File: config.mk
export PLATFORM = sky130hd
export DESIGN_NAME = bus_splitter
export DESIGN_NICKNAME = d
export VERILOG_FILES = /design/src/hdl/soc_pkg.sv /design/src/hdl/bus_splitter.sv
export SDC_FILE = /design/constraint.sdc
export NUM_CORES = 1
export LEC_CHECK = 0
export ABC_CLOCK_PERIOD_IN_PS = 1900
export BUFFER_PORTS_ARGS = -buffer_cell sky130_fd_sc_hd__buf_2
export CAP_MARGIN = 20
export CORE_AREA = 3 3 120 122
export DETAILED_ROUTE_END_ITERATION = 8
export DIE_AREA = 0 0 123 125
export GPL_TIMING_DRIVEN = 1
export PLACE_DENSITY = 0.47
export SETUP_SLACK_MARGIN = 0.02
export SYNTH_ARGS = -nofsm -noshare
export SYNTH_HDL_FRONTEND = slang
export SYNTH_SLANG_ARGS = --single-unit
File: constraint.sdc
create_clock -name vclk -period 1.9
set_clock_uncertainty 0.15 [all_clocks]
set_input_delay 0.38 -clock vclk [all_inputs]
set_output_delay 0.38 -clock vclk [all_outputs]
set_load 0.005 [all_outputs]
File: src/hdl/soc_pkg.sv
`default_nettype none

package soc_pkg;

    // one master request, held by the master until stall is low
    typedef struct packed {
        logic [31:0] addr;
        logic [31:0] wdata;
        logic [3:0]  be;     // active high
        logic        read;
        logic        write;
    } bus_req_t;

    typedef struct packed {
        logic [31:0] rdata;
        logic        stall;
    } bus_rsp_t;

    localparam logic [31:0] RAM_BASE  = 32'h8000_0000;
    localparam int          RAM_WORDS = 1024;
    localparam int          RAM_AW    = $clog2(RAM_WORDS);    // index from addr[11:2]

    localparam logic [31:0] ROM_BASE  = 32'hbfc0_0000;
    localparam logic [31:0] ROM_MASK  = 32'hfff0_0000;
    localparam int          ROM_WORDS = 256;
    localparam int          ROM_AW    = $clog2(ROM_WORDS);
    localparam logic [31:0] ROM_SEED  = 32'hc0de_0000;

    localparam logic [31:0] UART_BASE = 32'hbfd0_03f8;        // data, status at +4
    localparam logic [31:0] UART_MASK = 32'hffff_fff8;
    localparam int          UART_DIV  = 8;                    // clocks per bit
    localparam int          UART_DW   = $clog2(UART_DIV);

    // boot image content, one word per index
    function automatic logic [31:0] rom_word(input int unsigned idx);
        logic [31:0] prod;
        prod = idx * 32'h0101_0101;
        return prod ^ ROM_SEED;
    endfunction

endpackage

`default_nettype wire

File: src/hdl/bus_splitter.sv
`default_nettype none
`timescale 1ns/100ps

module bus_splitter #(
    parameter logic [31:0] B_BASE = soc_pkg::ROM_BASE,
    parameter logic [31:0] B_MASK = soc_pkg::ROM_MASK
) (
    input  wire soc_pkg::bus_req_t req_i,
    output soc_pkg::bus_rsp_t      rsp_o,

    output soc_pkg::bus_req_t      a_req_o,
    input  wire soc_pkg::bus_rsp_t a_rsp_i,

    output soc_pkg::bus_req_t      b_req_o,
    input  wire soc_pkg::bus_rsp_t b_rsp_i
);

    logic sel_b;

    assign sel_b = (req_i.addr & B_MASK) == B_BASE;

    always_comb begin
        a_req_o = req_i;
        b_req_o = req_i;
        // only the selected side sees a strobe
        if (sel_b) begin
            a_req_o.read  = 1'b0;
            a_req_o.write = 1'b0;
        end else begin
            b_req_o.read  = 1'b0;
            b_req_o.write = 1'b0;
        end
    end

    // address is held while stalled, so the mux stays on the right target
    always_comb begin
        if (sel_b) begin
            rsp_o = b_rsp_i;
        end else begin
            rsp_o = a_rsp_i;
        end
    end

endmodule

`default_nettype wire

Word level (Yosys, flattened, before mapping)
Index checks and enable logic that the tools add are counted.

Register bits after elaboration: 0. Input port bits: 136. Output and inout bits: 173. Logic and storage cells: 4.

Equal/unequal tests: 1. Multiplexer cells: 3.

Operators by type and width (number): 33-bit two-way mux (1); 12-bit equality test (second input constant) (1); 2-bit two-way mux (2).

Depth between registers and ports, before layout
Gate-level depths: netlist of run 1.

Word-level depth: 2. Depth in mapped cells: 4.

Worst setup path after synthesis of run 1
No wires, ideal clock.

Path kind: input to output. Start: input port req_i[58] (netlist bit). End: output port rsp_o[10] (netlist bit). Arrival time: 1.490 ns. Path slack: -0.120 ns. Stages on the path: 4. Path through: nand4bb_1 nor3_4 buf_6 mux2_2.

RTL lines: start: declaration (RTL line bus_splitter.sv:8) `input wire soc_pkg::bus_req_t req_i,`; end: declaration (RTL line bus_splitter.sv:9) `output soc_pkg::bus_rsp_t rsp_o,`.

==> metrics.txt, run 1 <==
VDD IR-drop max about 0.000039 V; Core Util, Final approximately 14%; area leader, netlist buf_4; IO Port Bufs between 100 and 150; Post-Syn Area about 1500 um^2; final setup violating endpoints 37; syn_nets roughly 320; Syn-to-layout area delta 21.8%; Yosys cell types 10; WL final slightly below 5000 um; P per Cell Area 155 nW/um^2; Filler cells 1513; gpl congestion between 0.7 and 0.8; Clock buffer cells 0; Final Cycle Share 116%; Starting Density roughly 11%; Seq/Total Area, Yosys 0%; Final WS setup -0.310 ns; I/O pins 309; largest net degree at the start of global routing 28; Detail Placement HPWL just over 4000 um; wire per inst approximately 13 um; antenna violations before repair 1; antenna viol nets, final 0; post-synthesis instance total 180; FP Rows 42; via count 1107; Setup crit start req_i[59]; Synth warnings 0; failing checks negative setup slack; top cells by count, synth buf_4, mux2_2, buf_6; placed cell count around 370; WP data required approximately 1.4 ns; fraction of layout instances using a drive strength above 1 97.0%; worst-path fanout max 5; Hold Path Sink a_req_o[31]; seq_cells 0; Total GRT Usage 4.98%; total gr overflow 0; Die Wd between 100 and 150 um; Via-to-Cell Ratio a little under 3; vias in the first global route ~1.2k; leakage power 0.958 nW; final hold viol count 0; Slew @ Worst Pin about 0.16 ns; post-route insts no fill ~370; status finished, violations left; Final Max Tran Viols 0; FF+latch area 0 um^2; # nets final 336; drt pass-1 iters 2; synth top area cells buf_4, mux2_2, buf_6; kind of critical path input port to primary output; worst hold slack 0.610 ns; antenna diode count 0; post-route minimum period 2.21 ns; critical path startpoint category input port; beginning of the worst hold path req_i[31]; endpoint type of the worst setup path primary output; die height 125 um; max_cap viols 0; # hold bufs at CTS 0; WHS Path Cells 0; first-pass GRT wire length roughly 6000 um; core area 13300 um^2; Starting DRT DRC Count 10; total power approximately 0.28 mW; DRC viols 0; fmax between 400 and 500 MHz; most frequent cell after synthesis buf_4; crit path DAT between 1.5 and 2 ns; Mean Syn Cell Area approximately 8.4 um^2; Hold Crit Class input port to primary output; DIE AREA 15400 um^2; RSZ-0062 raised after global routing true; Yosys top cell area share 67.7%; Relative slew margins 89.6%
## power by group
group          internal [mW]  switching (mW)
Clock                      0               0
Sequential                 0               0
Combinational          0.192          0.0918
Total                  0.192          0.0918
## metal layers
layer	GRT usage (%)	routed length, um
met5	0	0
met4	2.80	290
met3	1.08	610
met2	10.1	2640
met1	4.31	1420
## what timing repair did
item                       in CTS  in global routing
cloned                          1                  1
setup endpoints to repair      37                 37
gates resized for setup        27                 31
setup buffers                   1                  3
pin swaps                       0                  2
## cell usage in the layout (no fill, tap or decap)
cell type  instances
buf_2            113
mux2_2             6
nor3_4             1
buf_6             31
nand4_1            1
buf_12             1
nor2b_1            2
nand4b_4           1
nand4bb_4          1
mux2_4            26
mux2_1             1
clkbuf_16          1
buf_8              1
and2_1             2
buf_4             10
## stage by stage
step	cell area, um^2	worst slack [ns]	setup TNS (ns)
CTS	1630	-0.340	-10.22
finish	1840	-0.310	-9.56
global route	1840	-0.363	-11.37
global placement	1490	-0.329	-9.46
detailed placement	1490	-0.339	-10.32
floorplan	1530	-0.106	-2.65
## how the worst max path moves through the flow
stage,endpoint,slack [ns],cells after the start
2_1_floorplan,rsp_o[10],-0.11,4
3_3_place_gp,rsp_o[2],-0.33,6
3_5_place_dp,rsp_o[2],-0.34,6
4_1_cts,rsp_o[2],-0.34,6
5_1_grt,rsp_o[19],-0.36,8
6_report,rsp_o[18],-0.31,8
## worst max-delay path: stages
cell and delay (ns):
buf_6 0.09, nand4bb_4 0.22, nor3_4 0.19, buf_6 0.13, buf_6 0.10, buf_6 0.12
mux2_4 0.31, buf_6 0.12
## layout make-up
| type | count | area (um^2) | area share (%) |
|---|---|---|---|
| repair buffers | 157 | 1050 | 57.1 |
| multi-input cells | 41 | 568 | 30.9 |
| well taps | 176 | 220 | 12.0 |
## kinds of logic after synthesis
| group | Yosys count | share of synthesized area, % |
|---|---|---|
| buf+inv | 139 | 69.9 |
| mux | 33 | 24.6 |
| simple gates | 8 | 5.47 |
Note: power is estimated with default switching activity, not from simulation.
==> inputs of run 2 (changes only) <==
--- a/config.mk
+++ b/config.mk
@@ -6,13 +6,13 @@
 export NUM_CORES = 1
 export LEC_CHECK = 0
 export ABC_CLOCK_PERIOD_IN_PS = 1900
-export BUFFER_PORTS_ARGS = -buffer_cell sky130_fd_sc_hd__buf_2
 export CAP_MARGIN = 20
-export CORE_AREA = 3 3 120 122
+export CORE_AREA = 2 2 121 123
 export DETAILED_ROUTE_END_ITERATION = 8
 export DIE_AREA = 0 0 123 125
+export DONT_BUFFER_PORTS = 1
 export GPL_TIMING_DRIVEN = 1
-export PLACE_DENSITY = 0.47
+export PLACE_DENSITY = 0.3
 export SETUP_SLACK_MARGIN = 0.02
 export SYNTH_ARGS = -nofsm -noshare
 export SYNTH_HDL_FRONTEND = slang
==> run 2 against run 1 <==
  * The run still ends with negative setup slack left
  * Die area is the same
  * Via count down 54%
  * Final cell count decreased by 39%
  * Critical path depth down 4
  * Clock-buffer cell count unchanged
  * Final area fell by 56%
  * Combinational power down 76%
  * Power is 76% lower
  * Sequential share of layout area stayed put
  * Sequential cell count unchanged
  * Worst setup slack improved by 0.23 ns
  * Routed wire length decreased by 35%
  * Critical path type unchanged
==> metrics.txt, run 2 (synthesized netlist as in run 1, its figures left out) <==
via count 514 (-54%); vias in the first global route 518 (-55%); combinational power share 100.0% (about the same); most frequent cells in the layout mux2_4, mux2_2, and2_1, nor2b_1; WP data required 1.37 ns (about the same); final hold viol count 0 (unchanged); core area 14200 um^2 (+6.8%); Starting Density 10.6% (-0.73 points); final instance area 811 um^2 (-56%); FF+latch area 0 um^2 (unchanged); antenna viol nets, final 0 (unchanged); Hold Path Sink a_req_o[28]; sequential share of power 0% (unchanged); failing checks negative setup slack; gpl congestion 0.552 (-24%); Filler cells 1677 (+11%); # nets final 181 (-46%); placed cell count 227 (-38%); drt pass-1 iters 2 (unchanged); pre-CTS setup slack -0.102 ns (+0.237 ns); Clock power frac 0% (unchanged); Placed Area 736 um^2 (-51%); # hold bufs at CTS 0 (unchanged); Slew @ Worst Pin 0.204 ns (+0.0489 ns); fmax 506 MHz (+12%); first-pass GRT wire length 3760 um (-37%); Final Cycle Share 104% (-12 points); VDD IR-drop max 0.0000140 V (-64%); Internal 0.0462 mW (-76%); DIE AREA 15400 um^2 (unchanged); beginning of the worst hold path req_i[28]; NetSw 0.0231 mW (-75%); RSZ-0062 raised after global routing true; kind of critical path input port to primary output; IO Port Bufs 0 (-100%); critical path startpoint category input port; final setup violating endpoints 33 (-11%); Clock buffer cells 0 (unchanged); post-route minimum period 1.98 ns (-0.232 ns); leakage power 0.248 nW (-74%); Syn-to-layout area delta -46.3%; Relative slew margins 86.3% (-3.3 points); die height 125 um (unchanged); largest net degree at the start of global routing 28 (unchanged); antenna diode count 0 (unchanged); P per Cell Area 85.4 nW/um^2 (-45%); I/O pins 309 (unchanged); wire per inst 14.2 um (+6.6%); worst-path fanout max 27 (+22); Via-to-Cell Ratio 2.26 (-24%); most common cell after layout, fill and taps aside mux2_4; Hold Crit Class input port to primary output; Die Wd 123 um (unchanged); total gr overflow 0 (unchanged); max_cap viols 0 (unchanged); sw frac 33.3% (+0.96 points); Starting DRT DRC Count 6 (-4); FP Rows 44 (+4.8%); seq_cells 0 (unchanged); status finished, violations left; fraction of layout instances using a drive strength above 1 88.4% (-8.6 points); WL final 3210 um (-35%); Final Max Tran Viols 0 (unchanged); Total GRT Usage 3.45% (-1.5 points); Detail Placement HPWL 2840 um (-29%); WHS Path Cells 0 (unchanged); post-route insts no fill 227 (-39%); Final WS setup -0.0778 ns (+0.232 ns); endpoint type of the worst setup path primary output; crit path DAT 1.45 ns (-0.23 ns); antenna violations before repair 0 (-1); DRC viols 0 (unchanged)
-- run 2: changes by cell type in the layout (fill, tap and decap cells not counted), sizes merged --
cell,previous run,this run
clkbuf,1,0
buf,156,2
-- run 2: worst max-delay path by stage --
stage,start,endpoint,cells after the start
final,req_i[58],rsp_o[28],4
after global routing,req_i[58],rsp_o[16],4
after CTS,req_i[58],rsp_o[16],4
after detailed placement,req_i[58],rsp_o[32],4
after global placement,req_i[58],rsp_o[19],4
after floorplan,req_i[58],rsp_o[10],4
-- run 2: routing by layer --
layer	routed length, um	vias up	global-route usage, %
li1	-	167	-
met1	776	190	2.87
met2	1450	112	5.82
met3	613	45	1.37
met4	369	0	3.74
met5	0	-	0
-- run 2: area by class of cell --
cell class | count | area, um^2 | share of cell area [%]
multi-input combinational | 41 | 553 | 68.2
tap | 184 | 230 | 28.4
timing repair buffer | 2 | 27.5 | 3.40
-- run 2: per-stage QoR --
step	power (mW)	setup TNS [ns]	hold slack [ns]	util, %
final	0.0693	-1.08	0.610	5.71
after global routing	0.0765	-4.33	0.610	5.71
after CTS	0.0690	-2.34	0.610	5.58
after detailed placement	0.0591	-2.09	0.610	5.18
after global placement	0.0608	-1.78	0.610	5.18
after floorplan	0.282	-2.65	0.691	-
-- run 2: power groups by stage --
stage / Combinational (mW) / Clock, mW / Sequential (mW)
after floorplan: 0.282 / 0 / 0
after global placement: 0.0608 / 0 / 0
after detailed placement: 0.0591 / 0 / 0
after CTS: 0.0690 / 0 / 0
after global routing: 0.0765 / 0 / 0
final: 0.0693 / 0 / 0
-- run 2: repair_timing --
action	in CTS	in global routing
gates resized for setup	15	5
endpoints found under the hold margin	0	0
setup endpoints to repair	33	33
buffers inserted	0	0
-- run 2: worst max-delay path: stages --
cell and delay, ns:
nand4bb_4 0.23, nor3_4 0.19, buf_12 0.24, mux2_2 0.37
