<file path="config.mk">
export PLATFORM = sky130hd
export DESIGN_NAME = uart_tx
export DESIGN_NICKNAME = d
export VERILOG_FILES = /design/src/hdl/soc_pkg.sv /design/src/hdl/uart_tx.sv
export SDC_FILE = /design/constraint.sdc
export NUM_CORES = 1
export LEC_CHECK = 0
export BUFFER_PORTS_ARGS = -buffer_cell sky130_fd_sc_hd__buf_2
export CAP_MARGIN = 5
export CELL_PAD_IN_SITES_DETAIL_PLACEMENT = 0
export CELL_PAD_IN_SITES_GLOBAL_PLACEMENT = 1
export CORE_ASPECT_RATIO = 1.25
export CORE_MARGIN = 2
export CORE_UTILIZATION = 21
export CTS_CLUSTER_DIAMETER = 60
export DETAILED_ROUTE_END_ITERATION = 6
export MAX_ROUTING_LAYER = met4
export PLACE_DENSITY = 0.75
export SLEW_MARGIN = 20
export SYNTH_ARGS = -nofsm -noshare
export SYNTH_HDL_FRONTEND = slang
export SYNTH_SLANG_ARGS = --single-unit
</file>
<file path="constraint.sdc">
create_clock -name clk -period 1.4 [get_ports clk]
set_input_delay 0.14 -clock clk [delete_from_list [all_inputs] [get_ports clk]]
set_output_delay 0.14 -clock clk [all_outputs]
set_load 0.02 [all_outputs]
</file>
<file path="src/hdl/soc_pkg.sv">
`default_nettype none

package soc_pkg;

    // one master request, held by the master until stall is low
    typedef struct packed {
        logic [31:0] addr;
        logic [31:0] wdata;
        logic [3:0]  be;     // active high
        logic        read;
        logic        write;
    } bus_req_t;

    typedef struct packed {
        logic [31:0] rdata;
        logic        stall;
    } bus_rsp_t;

    localparam logic [31:0] RAM_BASE  = 32'h8000_0000;
    localparam int          RAM_WORDS = 1024;
    localparam int          RAM_AW    = $clog2(RAM_WORDS);    // index from addr[11:2]

    localparam logic [31:0] ROM_BASE  = 32'hbfc0_0000;
    localparam logic [31:0] ROM_MASK  = 32'hfff0_0000;
    localparam int          ROM_WORDS = 256;
    localparam int          ROM_AW    = $clog2(ROM_WORDS);
    localparam logic [31:0] ROM_SEED  = 32'hc0de_0000;

    localparam logic [31:0] UART_BASE = 32'hbfd0_03f8;        // data, status at +4
    localparam logic [31:0] UART_MASK = 32'hffff_fff8;
    localparam int          UART_DIV  = 8;                    // clocks per bit
    localparam int          UART_DW   = $clog2(UART_DIV);

    // boot image content, one word per index
    function automatic logic [31:0] rom_word(input int unsigned idx);
        logic [31:0] prod;
        prod = idx * 32'h0101_0101;
        return prod ^ ROM_SEED;
    endfunction

endpackage

`default_nettype wire

</file>
<file path="src/hdl/uart_tx.sv">
`default_nettype none
`timescale 1ns/100ps

module uart_tx (
    input  wire logic              clk,
    input  wire logic              reset_i,
    input  wire soc_pkg::bus_req_t req_i,
    output soc_pkg::bus_rsp_t      rsp_o,
    output logic                   txd_o
);

    logic                        is_stat;
    logic                        wr_data;
    logic                        accept;
    logic                        busy_q;
    logic [9:0]                  shift_q;   // stop, data, start
    logic [3:0]                  bit_q;
    logic [soc_pkg::UART_DW-1:0] div_q;
    logic                        bit_end;

    assign is_stat = req_i.addr[2];          // data at +0, status at +4
    assign wr_data = req_i.write & ~is_stat;
    assign accept  = wr_data & ~busy_q;
    assign bit_end = div_q == soc_pkg::UART_DW'(soc_pkg::UART_DIV - 1);

    always_ff @(posedge clk) begin
        if (reset_i) begin
            busy_q  <= 1'b0;
            shift_q <= '1;                   // line idles high
            bit_q   <= '0;
            div_q   <= '0;
        end else if (accept) begin
            busy_q  <= 1'b1;
            shift_q <= {1'b1, req_i.wdata[7:0], 1'b0};
            bit_q   <= '0;
            div_q   <= '0;
        end else if (busy_q) begin
            if (bit_end) begin
                div_q   <= '0;
                shift_q <= {1'b1, shift_q[9:1]};
                bit_q   <= bit_q + 4'd1;
                // end of stop bit
                if (bit_q == 4'd9) begin
                    busy_q <= 1'b0;
                end
            end else begin
                div_q <= div_q + 1'b1;
            end
        end
    end

    assign txd_o = shift_q[0];

    // data reads give zero, status bit 0 is busy
    always_comb begin
        rsp_o.rdata = {31'b0, busy_q & is_stat & req_i.read};
        rsp_o.stall = wr_data & busy_q;      // hold writes until idle
    end

endmodule

`default_nettype wire

</file>
======== Word-level counts from Yosys, hierarchy flattened ========
Cells that the tools add are included.
operators by class
  add/sub/neg operators ................... 2
  equal/unequal tests ..................... 2
  mux-type cells .......................... 8
  bitwise operators ....................... 7
  reduce and logical (&&, ||, !) cells .... 5
operators by type and width
  operator             count
  $mux 9               3
  $and 1x1->1          5
  $add 4x1->4 const B  1
  $eq 4x4->1 const B   1
  $mux 1               4
  $reduce_and 2->1     2
  $reduce_bool 2->1    2
  $add 3x1->3 const B  1
  $eq 3x3->1 const B   1
  $mux 3               1
  $not 1->1            2
  $reduce_or 2->1      1
storage, ports and cells
  flip-flop bits (word level) ............. 17
  word-level logic and storage cells ...... 28

======== Logic depth before layout (Yosys ltp) ========
Gate-level depths: netlist (run 1).
  depth in word-level cells ............... 5
  gate-level depth with buffers ........... 5
  gate-level depth less buffers ........... 5

======== Least setup slack after synthesis (run 1) ========
Ideal clock, no wire load.
  kind .................................... register to register
  from .................................... register div_q[0] in the netlist's numbering
  to ...................................... register shift_q[1]
  data arrival time ....................... 1260 ps
  required time ........................... 1268 ps
  path slack .............................. 8 ps
  stages on the path, launching flop included .. 6
  buffers on the path ..................... 0
  period minus slack after synthesis ...... 1392 ps
  cell sequence ........................... dfxtp_1 > ha_1 > ha_1 > nand2_1 > mux2i_1 > a21oi_1
on the way
  longest elaborated chain between the ends .. 3
RTL lines
  item                         RTL line       source
  start: declaration           uart_tx.sv:18  logic [soc_pkg::UART_DW-1:0] div_q;
  start signal: assignment     uart_tx.sv:47  div_q <= div_q + 1'b1;
  $eq 3x3->1                   uart_tx.sv:24  assign bit_end = div_q == soc_pkg::UART_DW'(soc_pkg::UART_DIV - 1);
  $reduce_bool 2->1 (no line)  --
  $reduce_and 2->1 (no line)   --
  end signal: assignment       uart_tx.sv:34  shift_q <= {1'b1, req_i.wdata[7:0], 1'b0};
  end signal: assignment       uart_tx.sv:40  shift_q <= {1'b1, shift_q[9:1]};
  end: declaration             uart_tx.sv:16  logic [9:0] shift_q;
No other way between the ends.
A chain may end at the register's enable or synchronous reset.

======== Final worst setup path (run 1) ========
  from .................................... register div_q[0] in the netlist's numbering
  to ...................................... register shift_q[4]
Same word-level chain as after synthesis.

==> flow_summary_export.csv, run 1 <==
group,metric,value,unit
final_layout,seq_area,347,um2
sta,slew_violations,0,
drt,vias,779,
setup_path,worstPathCellList,"ha_2 > ha_1 > nand2_2 > buf_12 > mux2i_2 > a21oi_1",
floorplan,io_pins,106,
final_layout,multiInputGateArea,613,um2
floorplan,die_area,0.00563,mm2
power,pwr_density_cell,832,mW/mm2
sta,setup_ws,0.0656,ns
logic_synthesis,synth_top_cell_by_area,"dfxtp_1",
logic_synthesis,async_reset_ff_share,0,%
job,cap_viol_max_count,0,
final_layout,areaGrowthSynthToFinish,22.2,%
logic_synthesis,synth.top_cell.area_share,32.2,%
setup_path,timing.critical_path.buf_inv,1,
power,p_int,0.763,mW
cts,ctsHoldBuffers,0,
sta,finalSetupViolations,0,
floorplan,die_y,83.4,um
logic_synthesis,avgSynthCellArea,9.05,um2
cts,clockBufferDepth,2,
status,status,"finished, final reports clean",
power,p_comb_share,18.2,%
power,p_seq_share,47.9,%
floorplan,rows,28,
cts,htree_levels,1,
cts,cts-buffers-inserted,3,
logic_synthesis,seq_area_frac_synth,32.2,%
setup_path,critical_path.max_fanout,7,
final_layout,layout-drive-gt1-share,36.1,%
setup_path,cpMaxStageDelayCell,"dfxtp_2",
grt,grt_overflow,0,
floorplan,dieWidth,67.5,um
place,hpwlAfterDp,1450,um
logic_synthesis,syn_inst,117,
cts,cts_tree,"done",
grt,grt_max_degree,13,
power,clkPwrFrac,33.9,%
sta,finalHoldViolCount,0,
drt,wire_per_inst,8.98,um
setup_path,cp-start-kind,"flop",
drt,vias_per_cell,3.76,
grt,grt_pass1_wl,3140,um
logic_synthesis,synth_area_leaders,"dfxtp_1, buf_4, mux2i_1, ha_1, nor3_2",
sta,layout_min_cycle_time,1.33,ns
logic_synthesis,synth_edf_count,0,
worst_hold_path,hold_path.class,"primary input to flop",
floorplan,start_util,22.1,%
setup_path,slowest_delay,0.32,ns
power,ir_drop,0.250,mV
grt,antenna_found_initial,0,
cts,clk_pin_slew,0.07,ns
grt,grtUsageTotal,7.34,%
setup_path,crit_family,"adder cells",
logic_synthesis,synth_ff_type,"dfxtp_1",
logic_synthesis,syn_area,0.00106,mm2
sta,skew,0.00501,ns
cts,root_buffer,"clkbuf_8",
drt,dr.pass1.iters,4,
logic_synthesis,synthDistinctLibCells,25,
place,pre_cts_slack,-0.0561,ns
setup_path,cp-end-kind,"flop",
setup_path,critPathKind,"flop to flop",
setup_path,cp_data_arrival_time,1.47,ns
cts,postCtsSetupBuffers,0,
drt,remaining_drc_errors,0,
logic_synthesis,synth-warning-count,0,
place,dpl.cell_count,203,
final_layout,n_fill_cell,513,
place,numPortBuffers,15,
grt,grt_pass1_vias,711,
power,p_leak,0.607,nW
power,switching_share,29.0,%
power,p_sw,0.312,mW
floorplan,core_area,0.00480,mm2
drt,postRouteAntennaNets,0,
cts,clock_latency,0.25,ns
sta,max_freq,0.749,GHz
final_layout,n_antenna_cell,0,
place,place.gp.congestion,0.693,
power,finalPower,1.08,mW
sta,fin_crit_sh,95.3,%
logic_synthesis,ys_ff_latch,17,
drt,first_iter_violations,11,
final_layout,fin_nets,225,
cts,clock-sinks,17,
final_layout,final_cells,207,
drt,wirelength,1860,um
sta,setup-tns-final,0,ns
setup_path,required,1.54,ns
cells in the mapped netlist (2+ instances only):
| master | number |
|---|---|
| inv_1 | 2 |
| nand3_1 | 5 |
| a31oi_1 | 2 |
| dfxtp_1 | 17 |
| a21oi_1 | 11 |
| nor3_2 | 6 |
| xor2_1 | 2 |
| ha_1 | 5 |
| nor3b_1 | 3 |
| buf_4 | 31 |
| nor2_1 | 6 |
| nand4b_1 | 2 |
| nand2_1 | 7 |
| mux2i_1 | 7 |
path summary, 6_finish.rpt:
path | from | to | slack (ns) | depth (start not counted)
max | div_q[0] | shift_q[4] | 0.07 | 6
min | req_i[12] | shift_q[7] | 0.08 | 3
max reg2reg | div_q[0] | shift_q[4] | 0.07 | 6
min reg2reg | shift_q[0] | shift_q[0] | 0.45 | 2
stage by stage:
step	hold slack [ns]	instance area (um2)	util (%)
floorplan	0.249	1170	-
finish	0.0788	1290	27.0
CTS	0.0749	1260	26.3
detailed placement	0.341	1190	24.9
global route	0.0952	1290	27.0
global placement	0.348	1190	24.9
what timing repair did:
action	4_1_cts	5_1_grt
gates resized for setup	8	8
setup endpoints to repair	4	10
pin swaps	1	2
flip-flops by register name, summed over array words and instances, names as in the netlist:
signal / flops
bit_q: 4
shift_q: 9
busy_q: 1
div_q: 3
worst min-delay path: stages:
cell and delay [ns]:
buf_2 0.07, nand2_1 0.04, nand3_1 0.05
kinds of logic after synthesis:
family | after synthesis | synth area share, %
other | 1 | 0.354
xor gates and xnor gates | 2 | 1.66
AOI/OAI and AO/OA | 15 | 8.27
and+or+nand+nor | 34 | 20.5
DFF | 17 | 32.2
muxes | 7 | 6.62
adders and majority gates | 5 | 5.91
buffers and inverters | 36 | 24.6
power groups by stage:
stage	Clock (mW)	Sequential, mW	Combinational [mW]
after detailed placement	0	0.526	0.191
final	0.365	0.515	0.196
after floorplan	0	0.525	0.205
after global routing	0.409	0.518	0.215
after global placement	0	0.525	0.190
after CTS	0.380	0.516	0.192
routing by layer:
metal / track usage (%) / up-vias / share of wire [%]
met4: 2.78 / 0 / 1.2
met3: 2.17 / 4 / 8.2
met5: - / - / 0
met1: 9.24 / 345 / 44
met2: 10.9 / 36 / 47
li1: - / 394 / -
cells in the final DEF, fill, tap and decap left out, types with 2 or more instances in the layout:
cell | Yosys | routed
mux2i_1 | 7 | 6
a31oi_1 | 2 | 2
inv_1 | 2 | 2
clkbuf_8 | 0 | 3
nand4b_1 | 2 | 2
dfxtp_2 | 0 | 2
ha_1 | 5 | 3
xor2_1 | 2 | 2
buf_4 | 31 | 14
nor3b_2 | 0 | 2
nand2_1 | 7 | 5
nand3_1 | 5 | 4
nor3_2 | 6 | 6
conb_1 | 1 | 31
a21oi_1 | 11 | 10
nor2_1 | 6 | 6
nand2_2 | 0 | 2
dfxtp_1 | 17 | 14
buf_2 | 1 | 14
layout make-up:
cell class,count,share of cell area [%]
Tap cell,60,5.80
Clock buffer,4,3.48
Sequential cell,17,26.8
Multi-Input combinational cell,94,47.4
Inverter,2,0.580
Timing Repair Buffer,30,16.0
Power figures use the tool's default switching activity.
==> run 2, diff against run 1 <==
--- a/config.mk
+++ b/config.mk
@@ -14,7 +14,6 @@
 export CORE_UTILIZATION = 21
 export CTS_CLUSTER_DIAMETER = 60
 export DETAILED_ROUTE_END_ITERATION = 6
-export MAX_ROUTING_LAYER = met4
 export PLACE_DENSITY = 0.75
 export SLEW_MARGIN = 20
 export SYNTH_ARGS = -nofsm -noshare
==> run 2 against run 1 <==
Net effect:
- fmax did not move
- via count did not move
- count of clock-buffer cells in the layout did not move
- flip-flop and latch count did not move
- setup slack did not move
- final cell count did not move
- highest routed layer unchanged
==> flow_summary_export.csv, run 2 (synthesis results as in run 1) <==
group,metric,value,unit
status,status,"finished, final reports clean",
setup_path,cpMaxStageDelayCell,"dfxtp_2",
final_layout,final_cell_mix,"conb_1, dfxtp_1, buf_2, buf_4, a21oi_1",
drt,vias,779,
final_layout,areaGrowthSynthToFinish,22.2,%
worst_hold_path,hp-start,"req_i[12]",
drt,dr.pass1.iters,4,
place,hpwlAfterDp,1450,um
setup_path,reg2regPathDepth,6,
worst_hold_path,min_to,"shift_q[7]",
drt,remaining_drc_errors,0,
drt,wirelength,1860,um
floorplan,die_area,0.00563,mm2
sta,fin_crit_sh,95.3,%
power,clkPwrFrac,33.9,%
setup_path,timing.critical_path.buf_inv,1,
setup_path,cp-end-kind,"flop",
final_layout,reg.largest.list,"shift_q x9, bit_q x4, div_q x3",
power,p_leak,0.607,nW
setup_path,slowest_delay,0.32,ns
power,p_comb_share,18.2,%
power,finalPower,1.08,mW
floorplan,start_util,22.1,%
grt,antenna_found_initial,0,
power,ir_drop,0.250,mV
setup_path,crit_family,"adder cells",
setup_path,r2r-end,"shift_q[4]",
cts,clockBufferDepth,2,
grt,grtUsageTotal,7.15,%
setup_path,critPathLaunch,"div_q[0]",
setup_path,critPathKind,"flop to flop",
place,numPortBuffers,15,
setup_path,crit_cells,6,
drt,first_iter_violations,11,
power,p_sw,0.312,mW
place,dpl.cell_count,203,
drt,wire_per_inst,8.98,um
final_layout,final_cells,207,
sta,max_freq,0.749,GHz
sta,finalHoldViolCount,0,
worst_hold_path,hold_path.class,"primary input to flop",
floorplan,dieWidth,67.5,um
power,p_int,0.763,mW
final_layout,largest_reg_flops,9,
worst_hold_path,min_delay_path_depth,3,
final_layout,top_register,"shift_q",
grt,grt_max_degree,13,
cts,clk_pin_slew,0.07,ns
floorplan,io_pins,106,
power,p_seq_share,47.9,%
sta,skew,0.00501,ns
cts,clock_latency,0.25,ns
drt,vias_per_cell,3.76,
cts,htree_levels,1,
cts,clock-sinks,17,
floorplan,die_y,83.4,um
cts,postCtsSetupBuffers,0,
final_layout,layout_commonest_cell,"conb_1",
setup_path,required,1.54,ns
sta,finalSetupViolations,0,
setup_path,worstPathCellList,"ha_2 > ha_1 > nand2_2 > buf_12 > mux2i_2 > a21oi_1",
power,switching_share,29.0,%
cts,root_buffer,"clkbuf_8",
grt,grt_pass1_wl,3140,um
grt,grt_overflow,0,
drt,postRouteAntennaNets,0,
setup_path,cp_data_arrival_time,1.47,ns
final_layout,layout-drive-gt1-share,36.1,%
floorplan,core_area,0.00480,mm2
sta,layout_min_cycle_time,1.33,ns
final_layout,fin_nets,225,
grt,grt_pass1_vias,711,
cts,ctsHoldBuffers,0,
cts,cts-buffers-inserted,3,
power,pwr_density_cell,832,mW/mm2
setup_path,r2r_setup_slack,0.07,ns
setup_path,r2r-start,"div_q[0]",
setup_path,critical_path.max_fanout,7,
cts,cts_tree,"done",
floorplan,rows,28,
setup_path,cp-start-kind,"flop",
final_layout,n_antenna_cell,0,
job,cap_viol_max_count,0,
sta,slew_violations,0,
place,place.gp.congestion,0.686,
[run 2: layout make-up]
class,count,area (um2)
Timing Repair Buffer,30,206
Inverter,2,7.51
Clock buffer,4,45.0
Sequential cell,17,347
Fill cell,513,3510
Multi-Input combinational cell,94,613
Tap cell,60,75.1
[run 2: stage by stage]
step | utilization [%] | hold WS, ns | instance area (um2) | setup slack, ns | setup TNS, ns
floorplan | - | 0.249 | 1170 | 0.00802 | 0
global placement | 24.9 | 0.348 | 1190 | -0.0239 | -0.0239
detailed placement | 24.9 | 0.341 | 1190 | -0.0561 | -0.0562
CTS | 26.3 | 0.0749 | 1260 | 0.0279 | 0
global route | 27.0 | 0.0952 | 1290 | -0.00824 | -0.00824
finish | 27.0 | 0.0788 | 1290 | 0.0656 | 0
[run 2: timing repair]
action                     CTS  global route
gates cloned                 0             0
hold endpoints to repair     0             0
pin swaps                    1             2
gates resized for setup      8             8
setup endpoints to repair    4            10
[run 2: worst max path at each step]
stage / end / slack (ns)
floorplan: shift_q[1] / 0.008
global placement: bit_q[3] / -0.02
detailed placement: bit_q[3] / -0.06
CTS: bit_q[3] / 0.03
global route: shift_q[4] / -0.008
finish: shift_q[4] / 0.07
[run 2: tightest hold or removal path, stage by stage]
cell and delay (ns):
buf_2 0.07, nand2_1 0.04, nand3_1 0.05
[run 2: layer usage]
layer | vias to the layer above | share of wire, % | global-route usage, %
met2 | 36 | 47 | 10.9
met5 | - | 0 | 0
met4 | 0 | 1.2 | 2.78
li1 | 394 | - | -
met1 | 345 | 43 | 9.16
met3 | 4 | 8.6 | 2.30
[run 2: power by group through the flow]
stage / combinational, mW / sequential [mW] / clock [mW]
floorplan: 0.205 / 0.525 / 0
CTS: 0.192 / 0.516 / 0.380
finish: 0.196 / 0.515 / 0.365
detailed placement: 0.191 / 0.526 / 0
global placement: 0.190 / 0.525 / 0
global route: 0.215 / 0.518 / 0.409
